File: src/source/bp_pkg.sv
package bp_pkg;

  typedef enum logic [1:0] {
    SRC_SP  = 2'd0,   // fixed tie-break order is sp, then lhp, then ghp.
    SRC_LHP = 2'd1,
    SRC_GHP = 2'd2
  } pred_src_e;

  localparam int DEF_ADDR_W = 3;
  localparam int DEF_HIST_W = 2;
  localparam int DEF_STAT_W = 5;   // statistics are signed.
  localparam int TREND_W    = 3;   // signed, saturates at +3 and -3.
  localparam int CNT_W      = 2;   // the msb of a pattern counter is its guess.

endpackage

File: src/source/branch_predictor.sv
`timescale 1ns/1ps

module branch_predictor #(
  parameter int ADDR_W      = bp_pkg::DEF_ADDR_W,
  parameter int HIST_W      = bp_pkg::DEF_HIST_W,
  parameter int STAT_W      = bp_pkg::DEF_STAT_W,
  parameter int QUEUE_DEPTH = 4
) (
  input  logic              clk,
  input  logic              rst_n,
  input  logic              q_valid,
  output logic              q_ready,
  input  logic [ADDR_W-1:0] q_addr,
  output logic              a_valid,
  input  logic              a_ready,
  output logic              a_taken,
  output bp_pkg::pred_src_e a_src,
  input  logic              o_valid,
  output logic              o_ready,
  input  logic              o_taken
);
  import bp_pkg::*;

  logic                      lookup_en;
  logic                      sel_sp_guess;
  logic                      sel_lhp_guess;
  logic                      sel_ghp_guess;
  logic                      sel_taken;
  pred_src_e                 sel_src;
  logic [HIST_W-1:0]         lhp_index;
  logic [ADDR_W-1:0]         ghp_index;
  logic                      upd_en;
  logic [ADDR_W-1:0]         upd_addr;
  logic                      upd_sp_guess;
  logic                      upd_lhp_guess;
  logic                      upd_ghp_guess;
  logic [HIST_W-1:0]         upd_lhp_index;
  logic [ADDR_W-1:0]         upd_ghp_index;
  logic                      sp_bit;
  logic [CNT_W-1:0]          lhp_cnt;
  logic [CNT_W-1:0]          ghp_cnt;
  logic [CNT_W-1:0]          upd_lhp_cnt;
  logic [CNT_W-1:0]          upd_ghp_cnt;
  logic signed [STAT_W-1:0]  sp_stat;
  logic signed [STAT_W-1:0]  lhp_stat;
  logic signed [STAT_W-1:0]  ghp_stat;
  logic signed [STAT_W-1:0]  upd_sp_stat;
  logic signed [STAT_W-1:0]  upd_lhp_stat;
  logic signed [STAT_W-1:0]  upd_ghp_stat;
  logic signed [TREND_W-1:0] sp_trend;
  logic signed [TREND_W-1:0] lhp_trend;
  logic signed [TREND_W-1:0] ghp_trend;
  logic signed [TREND_W-1:0] upd_sp_trend;
  logic signed [TREND_W-1:0] upd_lhp_trend;
  logic signed [TREND_W-1:0] upd_ghp_trend;
  logic                      sp_wr_en;
  logic                      lhp_wr_en;
  logic                      ghp_wr_en;
  logic                      sp_stat_wr_en;
  logic                      lhp_stat_wr_en;
  logic                      ghp_stat_wr_en;
  logic                      sp_trend_wr_en;
  logic                      lhp_trend_wr_en;
  logic                      ghp_trend_wr_en;
  logic                      new_sp;
  logic [CNT_W-1:0]          new_lhp_cnt;
  logic [CNT_W-1:0]          new_ghp_cnt;
  logic signed [STAT_W-1:0]  new_sp_stat;
  logic signed [STAT_W-1:0]  new_lhp_stat;
  logic signed [STAT_W-1:0]  new_ghp_stat;
  logic signed [TREND_W-1:0] new_sp_trend;
  logic signed [TREND_W-1:0] new_lhp_trend;
  logic signed [TREND_W-1:0] new_ghp_trend;
  logic                      stat_clr_en;

  predictor_control #(
    .ADDR_W(ADDR_W), .HIST_W(HIST_W), .QUEUE_DEPTH(QUEUE_DEPTH)
  ) u_control (
    .clk(clk), .rst_n(rst_n),
    .q_valid(q_valid), .q_ready(q_ready), .q_addr(q_addr),
    .a_valid(a_valid), .a_ready(a_ready), .a_taken(a_taken), .a_src(a_src),
    .o_valid(o_valid), .o_ready(o_ready),
    .sel_sp_guess(sel_sp_guess), .sel_lhp_guess(sel_lhp_guess),
    .sel_ghp_guess(sel_ghp_guess), .sel_taken(sel_taken), .sel_src(sel_src),
    .lhp_index(lhp_index), .ghp_index(ghp_index), .lookup_en(lookup_en),
    .upd_en(upd_en), .upd_addr(upd_addr), .upd_sp_guess(upd_sp_guess),
    .upd_lhp_guess(upd_lhp_guess), .upd_ghp_guess(upd_ghp_guess),
    .upd_lhp_index(upd_lhp_index), .upd_ghp_index(upd_ghp_index)
  );

  prediction_selector #(.STAT_W(STAT_W)) u_selector (
    .clk(clk), .rst_n(rst_n), .lookup_en(lookup_en),
    .sp_bit(sp_bit), .lhp_cnt(lhp_cnt), .ghp_cnt(ghp_cnt),
    .sp_stat(sp_stat), .lhp_stat(lhp_stat), .ghp_stat(ghp_stat),
    .sp_trend(sp_trend), .lhp_trend(lhp_trend), .ghp_trend(ghp_trend),
    .sp_guess(sel_sp_guess), .lhp_guess(sel_lhp_guess), .ghp_guess(sel_ghp_guess),
    .taken(sel_taken), .src(sel_src)
  );

  history_unit #(.ADDR_W(ADDR_W), .HIST_W(HIST_W)) u_history (
    .clk(clk), .rst_n(rst_n), .rd_addr(q_addr),
    .upd_en(upd_en), .upd_addr(upd_addr), .upd_taken(o_taken),
    .lhp_index(lhp_index), .ghp_index(ghp_index)
  );

  prediction_writer #(.STAT_W(STAT_W)) u_writer (
    .clk(clk), .rst_n(rst_n), .upd_en(upd_en),
    .sp_guess(upd_sp_guess), .lhp_guess(upd_lhp_guess), .ghp_guess(upd_ghp_guess),
    .o_taken(o_taken), .lhp_cnt(upd_lhp_cnt), .ghp_cnt(upd_ghp_cnt),
    .sp_stat(upd_sp_stat), .lhp_stat(upd_lhp_stat), .ghp_stat(upd_ghp_stat),
    .sp_trend(upd_sp_trend), .lhp_trend(upd_lhp_trend), .ghp_trend(upd_ghp_trend),
    .sp_wr_en(sp_wr_en), .lhp_wr_en(lhp_wr_en), .ghp_wr_en(ghp_wr_en),
    .sp_stat_wr_en(sp_stat_wr_en), .lhp_stat_wr_en(lhp_stat_wr_en),
    .ghp_stat_wr_en(ghp_stat_wr_en), .sp_trend_wr_en(sp_trend_wr_en),
    .lhp_trend_wr_en(lhp_trend_wr_en), .ghp_trend_wr_en(ghp_trend_wr_en),
    .new_sp(new_sp), .new_lhp_cnt(new_lhp_cnt), .new_ghp_cnt(new_ghp_cnt),
    .new_sp_stat(new_sp_stat), .new_lhp_stat(new_lhp_stat), .new_ghp_stat(new_ghp_stat),
    .new_sp_trend(new_sp_trend), .new_lhp_trend(new_lhp_trend),
    .new_ghp_trend(new_ghp_trend), .stat_clr_en(stat_clr_en)
  );

  // port a serves the lookup, port b the entry being resolved.
  counter_table #(.entry_t(logic), .DEPTH(2**ADDR_W)) u_sp_table (
    .clk(clk), .rst_n(rst_n), .rd_addr_a(q_addr), .rd_data_a(sp_bit),
    .rd_addr_b(upd_addr), .rd_data_b(), .wr_en(sp_wr_en), .wr_addr(upd_addr),
    .wr_data(new_sp), .clr_en(1'b0), .clr_addr(upd_addr)
  );

  counter_table #(.entry_t(logic [CNT_W-1:0]), .DEPTH(2**HIST_W)) u_lhp_table (
    .clk(clk), .rst_n(rst_n), .rd_addr_a(lhp_index), .rd_data_a(lhp_cnt),
    .rd_addr_b(upd_lhp_index), .rd_data_b(upd_lhp_cnt), .wr_en(lhp_wr_en),
    .wr_addr(upd_lhp_index), .wr_data(new_lhp_cnt), .clr_en(1'b0), .clr_addr(upd_lhp_index)
  );

  counter_table #(.entry_t(logic [CNT_W-1:0]), .DEPTH(2**ADDR_W)) u_ghp_table (
    .clk(clk), .rst_n(rst_n), .rd_addr_a(ghp_index), .rd_data_a(ghp_cnt),
    .rd_addr_b(upd_ghp_index), .rd_data_b(upd_ghp_cnt), .wr_en(ghp_wr_en),
    .wr_addr(upd_ghp_index), .wr_data(new_ghp_cnt), .clr_en(1'b0), .clr_addr(upd_ghp_index)
  );

  counter_table #(.entry_t(logic signed [STAT_W-1:0]), .DEPTH(2**ADDR_W)) u_sp_stat (
    .clk(clk), .rst_n(rst_n), .rd_addr_a(q_addr), .rd_data_a(sp_stat),
    .rd_addr_b(upd_addr), .rd_data_b(upd_sp_stat), .wr_en(sp_stat_wr_en),
    .wr_addr(upd_addr), .wr_data(new_sp_stat), .clr_en(stat_clr_en), .clr_addr(upd_addr)
  );

  counter_table #(.entry_t(logic signed [STAT_W-1:0]), .DEPTH(2**ADDR_W)) u_lhp_stat (
    .clk(clk), .rst_n(rst_n), .rd_addr_a(q_addr), .rd_data_a(lhp_stat),
    .rd_addr_b(upd_addr), .rd_data_b(upd_lhp_stat), .wr_en(lhp_stat_wr_en),
    .wr_addr(upd_addr), .wr_data(new_lhp_stat), .clr_en(stat_clr_en), .clr_addr(upd_addr)
  );

  counter_table #(.entry_t(logic signed [STAT_W-1:0]), .DEPTH(2**ADDR_W)) u_ghp_stat (
    .clk(clk), .rst_n(rst_n), .rd_addr_a(q_addr), .rd_data_a(ghp_stat),
    .rd_addr_b(upd_addr), .rd_data_b(upd_ghp_stat), .wr_en(ghp_stat_wr_en),
    .wr_addr(upd_addr), .wr_data(new_ghp_stat), .clr_en(stat_clr_en), .clr_addr(upd_addr)
  );

  counter_table #(.entry_t(logic signed [TREND_W-1:0]), .DEPTH(2**ADDR_W)) u_sp_trend (
    .clk(clk), .rst_n(rst_n), .rd_addr_a(q_addr), .rd_data_a(sp_trend),
    .rd_addr_b(upd_addr), .rd_data_b(upd_sp_trend), .wr_en(sp_trend_wr_en),
    .wr_addr(upd_addr), .wr_data(new_sp_trend), .clr_en(1'b0), .clr_addr(upd_addr)
  );

  counter_table #(.entry_t(logic signed [TREND_W-1:0]), .DEPTH(2**ADDR_W)) u_lhp_trend (
    .clk(clk), .rst_n(rst_n), .rd_addr_a(q_addr), .rd_data_a(lhp_trend),
    .rd_addr_b(upd_addr), .rd_data_b(upd_lhp_trend), .wr_en(lhp_trend_wr_en),
    .wr_addr(upd_addr), .wr_data(new_lhp_trend), .clr_en(1'b0), .clr_addr(upd_addr)
  );

  counter_table #(.entry_t(logic signed [TREND_W-1:0]), .DEPTH(2**ADDR_W)) u_ghp_trend (
    .clk(clk), .rst_n(rst_n), .rd_addr_a(q_addr), .rd_data_a(ghp_trend),
    .rd_addr_b(upd_addr), .rd_data_b(upd_ghp_trend), .wr_en(ghp_trend_wr_en),
    .wr_addr(upd_addr), .wr_data(new_ghp_trend), .clr_en(1'b0), .clr_addr(upd_addr)
  );

endmodule

File: src/source/counter_table.sv
`timescale 1ns/1ps

module counter_table #(
  parameter type entry_t = logic,
  parameter int  DEPTH   = 8
) (
  input  logic                     clk,
  input  logic                     rst_n,
  input  logic [$clog2(DEPTH)-1:0] rd_addr_a,
  output entry_t                   rd_data_a,
  input  logic [$clog2(DEPTH)-1:0] rd_addr_b,
  output entry_t                   rd_data_b,
  input  logic                     wr_en,
  input  logic [$clog2(DEPTH)-1:0] wr_addr,
  input  entry_t                   wr_data,
  input  logic                     clr_en,
  input  logic [$clog2(DEPTH)-1:0] clr_addr
);

  entry_t mem [DEPTH];

  always_ff @(posedge clk)
  begin
    if (!rst_n)
    begin
      for (int i = 0; i < DEPTH; i++)
      begin
        mem[i] <= '0;
      end
    end
    else
    begin
      if (wr_en)
        mem[wr_addr] <= wr_data;
      if (clr_en)
        mem[clr_addr] <= '0;   // a clear overrides a write to the same entry.
    end
  end

  assign rd_data_a = mem[rd_addr_a];
  assign rd_data_b = mem[rd_addr_b];

  // the writer must drop its write whenever it clears the same entry.
  a_clr_wr_exclusive: assert property (@(posedge clk) disable iff (!rst_n)
    !(clr_en && wr_en && (clr_addr == wr_addr)));

endmodule

File: src/source/history_unit.sv
`timescale 1ns/1ps

module history_unit #(
  parameter int ADDR_W = bp_pkg::DEF_ADDR_W,
  parameter int HIST_W = bp_pkg::DEF_HIST_W
) (
  input  logic              clk,
  input  logic              rst_n,
  input  logic [ADDR_W-1:0] rd_addr,
  input  logic              upd_en,
  input  logic [ADDR_W-1:0] upd_addr,
  input  logic              upd_taken,
  output logic [HIST_W-1:0] lhp_index,
  output logic [ADDR_W-1:0] ghp_index
);

  logic [HIST_W-1:0] local_hist [2**ADDR_W];
  logic [ADDR_W-1:0] global_hist;

  always_ff @(posedge clk)
  begin
    if (!rst_n)
    begin
      for (int i = 0; i < 2**ADDR_W; i++)
      begin
        local_hist[i] <= '0;
      end
      global_hist <= '0;
    end
    else if (upd_en)
    begin
      local_hist[upd_addr] <= HIST_W'({local_hist[upd_addr], upd_taken});   // newest in the lsb.
      global_hist          <= ADDR_W'({global_hist, upd_taken});
    end
  end

  assign lhp_index = local_hist[rd_addr];
  assign ghp_index = rd_addr ^ global_hist;   // spreads one history over all addresses.

endmodule

File: src/source/prediction_selector.sv
`timescale 1ns/1ps

module prediction_selector #(
  parameter int STAT_W = bp_pkg::DEF_STAT_W
) (
  input  logic                             clk,
  input  logic                             rst_n,
  input  logic                             lookup_en,
  input  logic                             sp_bit,
  input  logic        [bp_pkg::CNT_W-1:0]   lhp_cnt,
  input  logic        [bp_pkg::CNT_W-1:0]   ghp_cnt,
  input  logic signed [STAT_W-1:0]          sp_stat,
  input  logic signed [STAT_W-1:0]          lhp_stat,
  input  logic signed [STAT_W-1:0]          ghp_stat,
  input  logic signed [bp_pkg::TREND_W-1:0] sp_trend,
  input  logic signed [bp_pkg::TREND_W-1:0] lhp_trend,
  input  logic signed [bp_pkg::TREND_W-1:0] ghp_trend,
  output logic                             sp_guess,
  output logic                             lhp_guess,
  output logic                             ghp_guess,
  output logic                             taken,
  output bp_pkg::pred_src_e                src
);
  import bp_pkg::*;

  logic                      lhp_over_sp;
  logic                      ghp_over_best;
  logic signed [STAT_W-1:0]  best_stat;
  logic signed [TREND_W-1:0] best_trend;
  pred_src_e                 pick;
  logic                      pick_taken;

  // a challenger must be strictly better, so a full tie keeps the earlier predictor.
  assign lhp_over_sp   = (lhp_stat > sp_stat) ||
                         ((lhp_stat == sp_stat) && (lhp_trend > sp_trend));
  assign best_stat     = lhp_over_sp ? lhp_stat : sp_stat;
  assign best_trend    = lhp_over_sp ? lhp_trend : sp_trend;
  assign ghp_over_best = (ghp_stat > best_stat) ||
                         ((ghp_stat == best_stat) && (ghp_trend > best_trend));

  always_comb
  begin
    if (ghp_over_best)
    begin
      pick       = SRC_GHP;
      pick_taken = ghp_cnt[CNT_W-1];
    end
    else if (lhp_over_sp)
    begin
      pick       = SRC_LHP;
      pick_taken = lhp_cnt[CNT_W-1];
    end
    else
    begin
      pick       = SRC_SP;
      pick_taken = sp_bit;
    end
  end

  always_ff @(posedge clk)
  begin
    if (!rst_n)
    begin
      sp_guess  <= 1'b0;
      lhp_guess <= 1'b0;
      ghp_guess <= 1'b0;
      taken     <= 1'b0;
      src       <= SRC_SP;
    end
    else if (lookup_en)
    begin
      sp_guess  <= sp_bit;
      lhp_guess <= lhp_cnt[CNT_W-1];
      ghp_guess <= ghp_cnt[CNT_W-1];
      taken     <= pick_taken;
      src       <= pick;
    end
  end

endmodule

File: src/source/prediction_writer.sv
`timescale 1ns/1ps

module prediction_writer #(
  parameter int STAT_W = bp_pkg::DEF_STAT_W
) (
  input  logic                             clk,
  input  logic                             rst_n,
  input  logic                             upd_en,
  input  logic                             sp_guess,
  input  logic                             lhp_guess,
  input  logic                             ghp_guess,
  input  logic                             o_taken,
  input  logic        [bp_pkg::CNT_W-1:0]   lhp_cnt,
  input  logic        [bp_pkg::CNT_W-1:0]   ghp_cnt,
  input  logic signed [STAT_W-1:0]          sp_stat,
  input  logic signed [STAT_W-1:0]          lhp_stat,
  input  logic signed [STAT_W-1:0]          ghp_stat,
  input  logic signed [bp_pkg::TREND_W-1:0] sp_trend,
  input  logic signed [bp_pkg::TREND_W-1:0] lhp_trend,
  input  logic signed [bp_pkg::TREND_W-1:0] ghp_trend,
  output logic                             sp_wr_en,
  output logic                             lhp_wr_en,
  output logic                             ghp_wr_en,
  output logic                             sp_stat_wr_en,
  output logic                             lhp_stat_wr_en,
  output logic                             ghp_stat_wr_en,
  output logic                             sp_trend_wr_en,
  output logic                             lhp_trend_wr_en,
  output logic                             ghp_trend_wr_en,
  output logic                             new_sp,
  output logic        [bp_pkg::CNT_W-1:0]   new_lhp_cnt,
  output logic        [bp_pkg::CNT_W-1:0]   new_ghp_cnt,
  output logic signed [STAT_W-1:0]          new_sp_stat,
  output logic signed [STAT_W-1:0]          new_lhp_stat,
  output logic signed [STAT_W-1:0]          new_ghp_stat,
  output logic signed [bp_pkg::TREND_W-1:0] new_sp_trend,
  output logic signed [bp_pkg::TREND_W-1:0] new_lhp_trend,
  output logic signed [bp_pkg::TREND_W-1:0] new_ghp_trend,
  output logic                             stat_clr_en
);
  import bp_pkg::*;

  localparam logic signed [STAT_W-1:0]  STAT_MAX  = {1'b0, {(STAT_W-1){1'b1}}};
  localparam logic signed [STAT_W-1:0]  STAT_MIN  = {1'b1, {(STAT_W-1){1'b0}}};
  localparam logic signed [TREND_W-1:0] TREND_MAX = 3;
  localparam logic signed [TREND_W-1:0] TREND_MIN = -3;

  logic       sp_fail;
  logic       lhp_fail;
  logic       ghp_fail;
  logic [2:0] stat_of;   // sp in bit 2, lhp in bit 1, ghp in bit 0.

  function automatic logic [CNT_W-1:0] cnt_step(input logic [CNT_W-1:0] cnt, input logic up);
    if (up)
      return (&cnt) ? cnt : cnt + 1'b1;
    return (|cnt) ? cnt - 1'b1 : cnt;
  endfunction

  function automatic logic signed [TREND_W-1:0] trend_step(
    input logic signed [TREND_W-1:0] trend,
    input logic                      fail
  );
    if (fail)
      return (trend <= TREND_MIN) ? trend : trend - 1'b1;
    return (trend >= TREND_MAX) ? trend : trend + 1'b1;
  endfunction

  assign sp_fail  = sp_guess != o_taken;   // judged on the guess given at answer time.
  assign lhp_fail = lhp_guess != o_taken;
  assign ghp_fail = ghp_guess != o_taken;

  assign sp_wr_en  = upd_en;
  assign lhp_wr_en = upd_en;
  assign ghp_wr_en = upd_en;
  assign new_sp      = o_taken;
  assign new_lhp_cnt = cnt_step(lhp_cnt, o_taken);
  assign new_ghp_cnt = cnt_step(ghp_cnt, o_taken);

  assign sp_trend_wr_en  = upd_en;
  assign lhp_trend_wr_en = upd_en;
  assign ghp_trend_wr_en = upd_en;
  assign new_sp_trend  = trend_step(sp_trend, sp_fail);
  assign new_lhp_trend = trend_step(lhp_trend, lhp_fail);
  assign new_ghp_trend = trend_step(ghp_trend, ghp_fail);

  assign new_sp_stat  = sp_fail  ? sp_stat - 1'b1  : sp_stat + 1'b1;
  assign new_lhp_stat = lhp_fail ? lhp_stat - 1'b1 : lhp_stat + 1'b1;
  assign new_ghp_stat = ghp_fail ? ghp_stat - 1'b1 : ghp_stat + 1'b1;

  assign stat_of[2] = sp_fail  ? (sp_stat == STAT_MIN)  : (sp_stat == STAT_MAX);
  assign stat_of[1] = lhp_fail ? (lhp_stat == STAT_MIN) : (lhp_stat == STAT_MAX);
  assign stat_of[0] = ghp_fail ? (ghp_stat == STAT_MIN) : (ghp_stat == STAT_MAX);

  // one overflow restarts all three statistics of the address from zero.
  assign stat_clr_en    = upd_en && (|stat_of);
  assign sp_stat_wr_en  = upd_en && !(|stat_of);
  assign lhp_stat_wr_en = upd_en && !(|stat_of);
  assign ghp_stat_wr_en = upd_en && !(|stat_of);

  a_clr_blocks_stat_wr: assert property (@(posedge clk) disable iff (!rst_n)
    stat_clr_en |-> !(sp_stat_wr_en || lhp_stat_wr_en || ghp_stat_wr_en));

endmodule

File: src/source/predictor_control.sv
`timescale 1ns/1ps

module predictor_control #(
  parameter int ADDR_W      = bp_pkg::DEF_ADDR_W,
  parameter int HIST_W      = bp_pkg::DEF_HIST_W,
  parameter int QUEUE_DEPTH = 4
) (
  input  logic              clk,
  input  logic              rst_n,
  input  logic              q_valid,
  output logic              q_ready,
  input  logic [ADDR_W-1:0] q_addr,
  output logic              a_valid,
  input  logic              a_ready,
  output logic              a_taken,
  output bp_pkg::pred_src_e a_src,
  input  logic              o_valid,
  output logic              o_ready,
  input  logic              sel_sp_guess,
  input  logic              sel_lhp_guess,
  input  logic              sel_ghp_guess,
  input  logic              sel_taken,
  input  bp_pkg::pred_src_e sel_src,
  input  logic [HIST_W-1:0] lhp_index,
  input  logic [ADDR_W-1:0] ghp_index,
  output logic              lookup_en,
  output logic              upd_en,
  output logic [ADDR_W-1:0] upd_addr,
  output logic              upd_sp_guess,
  output logic              upd_lhp_guess,
  output logic              upd_ghp_guess,
  output logic [HIST_W-1:0] upd_lhp_index,
  output logic [ADDR_W-1:0] upd_ghp_index
);

  localparam int PTR_W = (QUEUE_DEPTH > 1) ? $clog2(QUEUE_DEPTH) : 1;
  localparam int LVL_W = $clog2(QUEUE_DEPTH + 1);

  logic              push;
  logic              pop;
  logic [PTR_W-1:0]  wr_ptr;
  logic [PTR_W-1:0]  rd_ptr;
  logic [LVL_W-1:0]  level;
  logic [ADDR_W-1:0] ans_addr;
  logic [HIST_W-1:0] ans_lhp_index;
  logic [ADDR_W-1:0] ans_ghp_index;
  logic [ADDR_W-1:0] fifo_addr    [QUEUE_DEPTH];
  logic [2:0]        fifo_guess   [QUEUE_DEPTH];   // {sp, lhp, ghp}.
  logic [HIST_W-1:0] fifo_lhp_idx [QUEUE_DEPTH];
  logic [ADDR_W-1:0] fifo_ghp_idx [QUEUE_DEPTH];

  function automatic logic [PTR_W-1:0] next_ptr(input logic [PTR_W-1:0] ptr);
    return (ptr == PTR_W'(QUEUE_DEPTH - 1)) ? '0 : ptr + 1'b1;
  endfunction

  assign push = a_valid && a_ready;
  assign pop  = o_valid && o_ready;

  // the held answer already owns a queue slot, so it counts as outstanding.
  assign q_ready   = (!a_valid || a_ready) && ((int'(level) + int'(a_valid)) < QUEUE_DEPTH);
  assign lookup_en = q_valid && q_ready;
  assign o_ready   = (level != '0);
  assign upd_en    = pop;
  assign a_taken   = sel_taken;
  assign a_src     = sel_src;

  always_ff @(posedge clk)
  begin
    if (!rst_n)
      a_valid <= 1'b0;
    else if (lookup_en)
      a_valid <= 1'b1;
    else if (a_ready)
      a_valid <= 1'b0;
  end

  always_ff @(posedge clk)
  begin
    if (lookup_en)
    begin
      ans_addr      <= q_addr;
      ans_lhp_index <= lhp_index;
      ans_ghp_index <= ghp_index;
    end
  end

  always_ff @(posedge clk)
  begin
    if (!rst_n)
    begin
      wr_ptr <= '0;
      rd_ptr <= '0;
      level  <= '0;
    end
    else
    begin
      if (push)
        wr_ptr <= next_ptr(wr_ptr);
      if (pop)
        rd_ptr <= next_ptr(rd_ptr);
      if (push && !pop)
        level <= level + 1'b1;
      else if (pop && !push)
        level <= level - 1'b1;
    end
  end

  always_ff @(posedge clk)
  begin
    if (push)
    begin
      fifo_addr[wr_ptr]    <= ans_addr;
      fifo_guess[wr_ptr]   <= {sel_sp_guess, sel_lhp_guess, sel_ghp_guess};
      fifo_lhp_idx[wr_ptr] <= ans_lhp_index;
      fifo_ghp_idx[wr_ptr] <= ans_ghp_index;
    end
  end

  assign upd_addr      = fifo_addr[rd_ptr];
  assign upd_sp_guess  = fifo_guess[rd_ptr][2];
  assign upd_lhp_guess = fifo_guess[rd_ptr][1];
  assign upd_ghp_guess = fifo_guess[rd_ptr][0];
  assign upd_lhp_index = fifo_lhp_idx[rd_ptr];
  assign upd_ghp_index = fifo_ghp_idx[rd_ptr];

  // q_ready reserved the slot when the query was taken, cycles before the push.
  a_no_push_full: assert property (@(posedge clk) disable iff (!rst_n)
    push |-> (int'(level) < QUEUE_DEPTH));
  // equal pointers mean an empty queue unless the level says it is full.
  a_no_pop_empty: assert property (@(posedge clk) disable iff (!rst_n)
    pop |-> ((rd_ptr != wr_ptr) || (int'(level) == QUEUE_DEPTH)));

endmodule

File: config.mk
export PLATFORM = sky130hd
export DESIGN_NAME = branch_predictor
export DESIGN_NICKNAME = d
export VERILOG_FILES = /design/src/source/bp_pkg.sv /design/src/source/branch_predictor.sv /design/src/source/counter_table.sv /design/src/source/history_unit.sv /design/src/source/prediction_selector.sv /design/src/source/prediction_writer.sv /design/src/source/predictor_control.sv
export SDC_FILE = /design/constraint.sdc
export NUM_CORES = 1
export LEC_CHECK = 0
export BUFFER_PORTS_ARGS = -buffer_cell sky130_fd_sc_hd__buf_2
export CAP_MARGIN = 20
export CORE_UTILIZATION = 60
export CTS_CLUSTER_SIZE = 12
export DETAILED_ROUTE_END_ITERATION = 8
export GPL_TIMING_DRIVEN = 1
export PLACE_DENSITY = 0.76
export REMOVE_ABC_BUFFERS = 1
export SLEW_MARGIN = 20
export SYNTH_ARGS = -nofsm -noshare
export SYNTH_HDL_FRONTEND = slang
export SYNTH_HIERARCHICAL = 1
export SYNTH_SLANG_ARGS = --single-unit
File: constraint.sdc
create_clock -name clk -period 6.3 [get_ports clk]
set_input_delay 0.315 -clock clk [delete_from_list [all_inputs] [get_ports clk]]
set_output_delay 0.315 -clock clk [all_outputs]
set_load 0.05 [all_outputs]
==> impl_metrics.yaml <==
synth:
  yosys_warnings: 6
  avgSynthCellArea_um2: 11.7
  synthCells: 1576
  syn_area_um2: 18400
final_layout:
  syn_to_final_growth_pct: 7.22
  final_area_um2: 19800
  fillCellCount: 2243
  final_cell_mix: "243 x dfxtp_1, 241 x nor2_1, 218 x mux2i_1, 108 x mux4_1, 68 x edfxtp_1"
  layout_commonest_cell: "dfxtp_1"
  drive_gt1_share_pct: 13.2
  multiInputGateArea_um2: 10700
  ff_latch_area_um2: 6910
  diodes: 0
  final_cells: 1992
  final_nets: 1637
worst_setup_path:
  max_stage_delay_ns: 1.00
  worst-path-stages: 13
  cp_common_cell: "xnor2_1"
  reg2reg_to: "u_lhp_trend/mem[0][0]"
  start_kind: "register"
  rr_worst_depth: 13
  critical_path_class: "register to register"
  cp.buffers_inverters: 2
  regToRegSetupSlack_ns: 1.10
  crit_end: "u_lhp_trend/mem[0][0]"
  worstPathMaxFanout: 62
  critPathCaptureType: "register"
  critical_path.slowest_cell: "mux4_4"
  path_cells: "buf_4, mux4_4, buf_4, mux4_1, mux2_2, ha_1, ha_1, xnor2_1, xnor2_1, o21bai_1, xnor2_1, mux2i_1, nor2_1"
  arrival_ns: 5.64
  cp_top_family: "multiplexers"
  cp.required_ns: 6.74
clock_tree:
  cts-htree-levels: 2
  clock_sinks: 311
  cts_tree: "built"
  cts_buffers: 35
  clk-insertion-delay-late_ns: 0.52
  clkSlewWorstSetupHoldPaths_ns: 0.06
  postCtsSetupRepairBufs: 0
  cts-root-buf: "clkbuf_16"
  clockBufferDepth: 3
  cts_resized: 0
  cts_hold_buf: 0
sta:
  setup_violations: 0
  fin_skew_ns: 0.0151
  fmax_mhz: 192
  worst_slew_pin_slew_ns: 1.01
  final-hold-violation-count: 0
  rsz0062_at_grt: "false"
  finalCritPeriodShare_pct: 82.6
  period_minus_slack_ns: 5.20
  slew_headroom_pct: 32.6
  setup_ws_ns: 1.10
  drv_slew: 0
global_routing:
  grt_pass1_vias: 12521
  antenna_found_initial: 0
  grt.overflow.total: 0
  grt_util_all_layers_pct: 27.0
  grt_start_max_net_pins: 77
  grt_pass1_wl_um: 67300
floorplan:
  boundaryPins: 15
  die_h_um: 177
  core-area_um2: 30000
  rows: 63
  dieWidth_um: 177
  die_area_um2: 31400
  start_util_pct: 61.5
placement:
  port-buffer-count: 14
  dp_slack_ns: 1.21
  dpl-instance-area_um2: 18600
  dp.cells: 1929
  dpl.hpwl_um: 27600
  gp_congestion: 0.857
power:
  peakVddDrop_v: 0.000229
  powerDensity_nw_per_um2: 324
  p_leak_nw: 8.34
detailed_routing:
  wl_per_cell_um: 21.1
  drc: 0
  drtPass1Iterations: 6
  finalWirelength_um: 42100
  vias: 12876
  via_per_inst: 6.46
  ant_nets: 0
  first_iter_violations: 1016
status:
  run_status: "finished clean"
min_path:
  hold_path.startpoint: "a_ready"
  min_path_type: "input port to register"
job:
  drv_cap: 0
-- flip-flops by register name, indices dropped and copies added (netlist names), 3 cells and up, named ones only --
name,count
u_ghp_stat/mem,40
u_lhp_stat/mem,40
u_control/fifo_lhp_idx,8
u_control/fifo_ghp_idx,12
u_control/ans_ghp_index,3
u_ghp_table/mem,16
u_ghp_trend/mem,24
u_sp_table/mem,8
u_control/ans_addr,3
u_history/global_hist,3
u_sp_trend/mem,24
u_lhp_trend/mem,24
u_history/local_hist,16
u_sp_stat/mem,40
u_lhp_table/mem,8
u_control/fifo_addr,12
u_control/level,3
u_control/fifo_guess,12
-- report_power, final --
group          internal [mW]  total, mW  switching (mW)
combinational          0.816       2.11            1.29
sequential              2.19       2.30           0.110
clock                   1.19       2.01           0.813
total                   4.19       6.41            2.22
-- tightest hold or removal path, cell delays in order --
cell and delay, ns:
buf_2 0.14, nand3_1 0.08, a21boi_0 0.06
-- metal layers --
layer  GRT usage, %  up-vias  part of all wire (%)
met4           7.80        0                   2.6
met5              0        -                     0
met1           37.0     6379                    44
li1               -     5957                     -
met2           44.4      447                    47
met3           3.78       93                   6.2
-- metrics by stage --
stage | util, % | power [mW] | hold WS (ns) | TNS (ns)
floorplan | - | 3.83 | 0.414 | -27.68
global placement | 62.2 | 4.34 | 0.456 | 0
detailed placement | 62.2 | 4.40 | 0.469 | 0
CTS | 66.0 | 6.41 | 0.130 | 0
global route | 66.0 | 6.68 | 0.172 | 0
finish | 66.0 | 6.41 | 0.149 | 0
-- cell type report --
cell class	count	area share, %
tap	390	2.47
inverter	44	0.848
clock inverter	10	0.443
timing repair buffer	49	1.70
clock buffer	53	5.29
multi-input combinational	1135	54.3
sequential	311	34.9
-- how the worst min path moves through the flow --
stage                            end  slack (ns)  cells past startpoint
2_1_floorplan  u_control/ans_addr[0]        0.41                      0
3_3_place_gp    u_sp_trend/mem[5][1]        0.46                      2
3_5_place_dp    u_sp_trend/mem[5][1]        0.47                      2
4_1_cts          u_control/wr_ptr[1]        0.13                      3
5_1_grt          u_control/wr_ptr[1]        0.17                      3
6_report         u_control/wr_ptr[1]        0.15                      3
No activity file was read; power rests on OpenSTA's default activity.
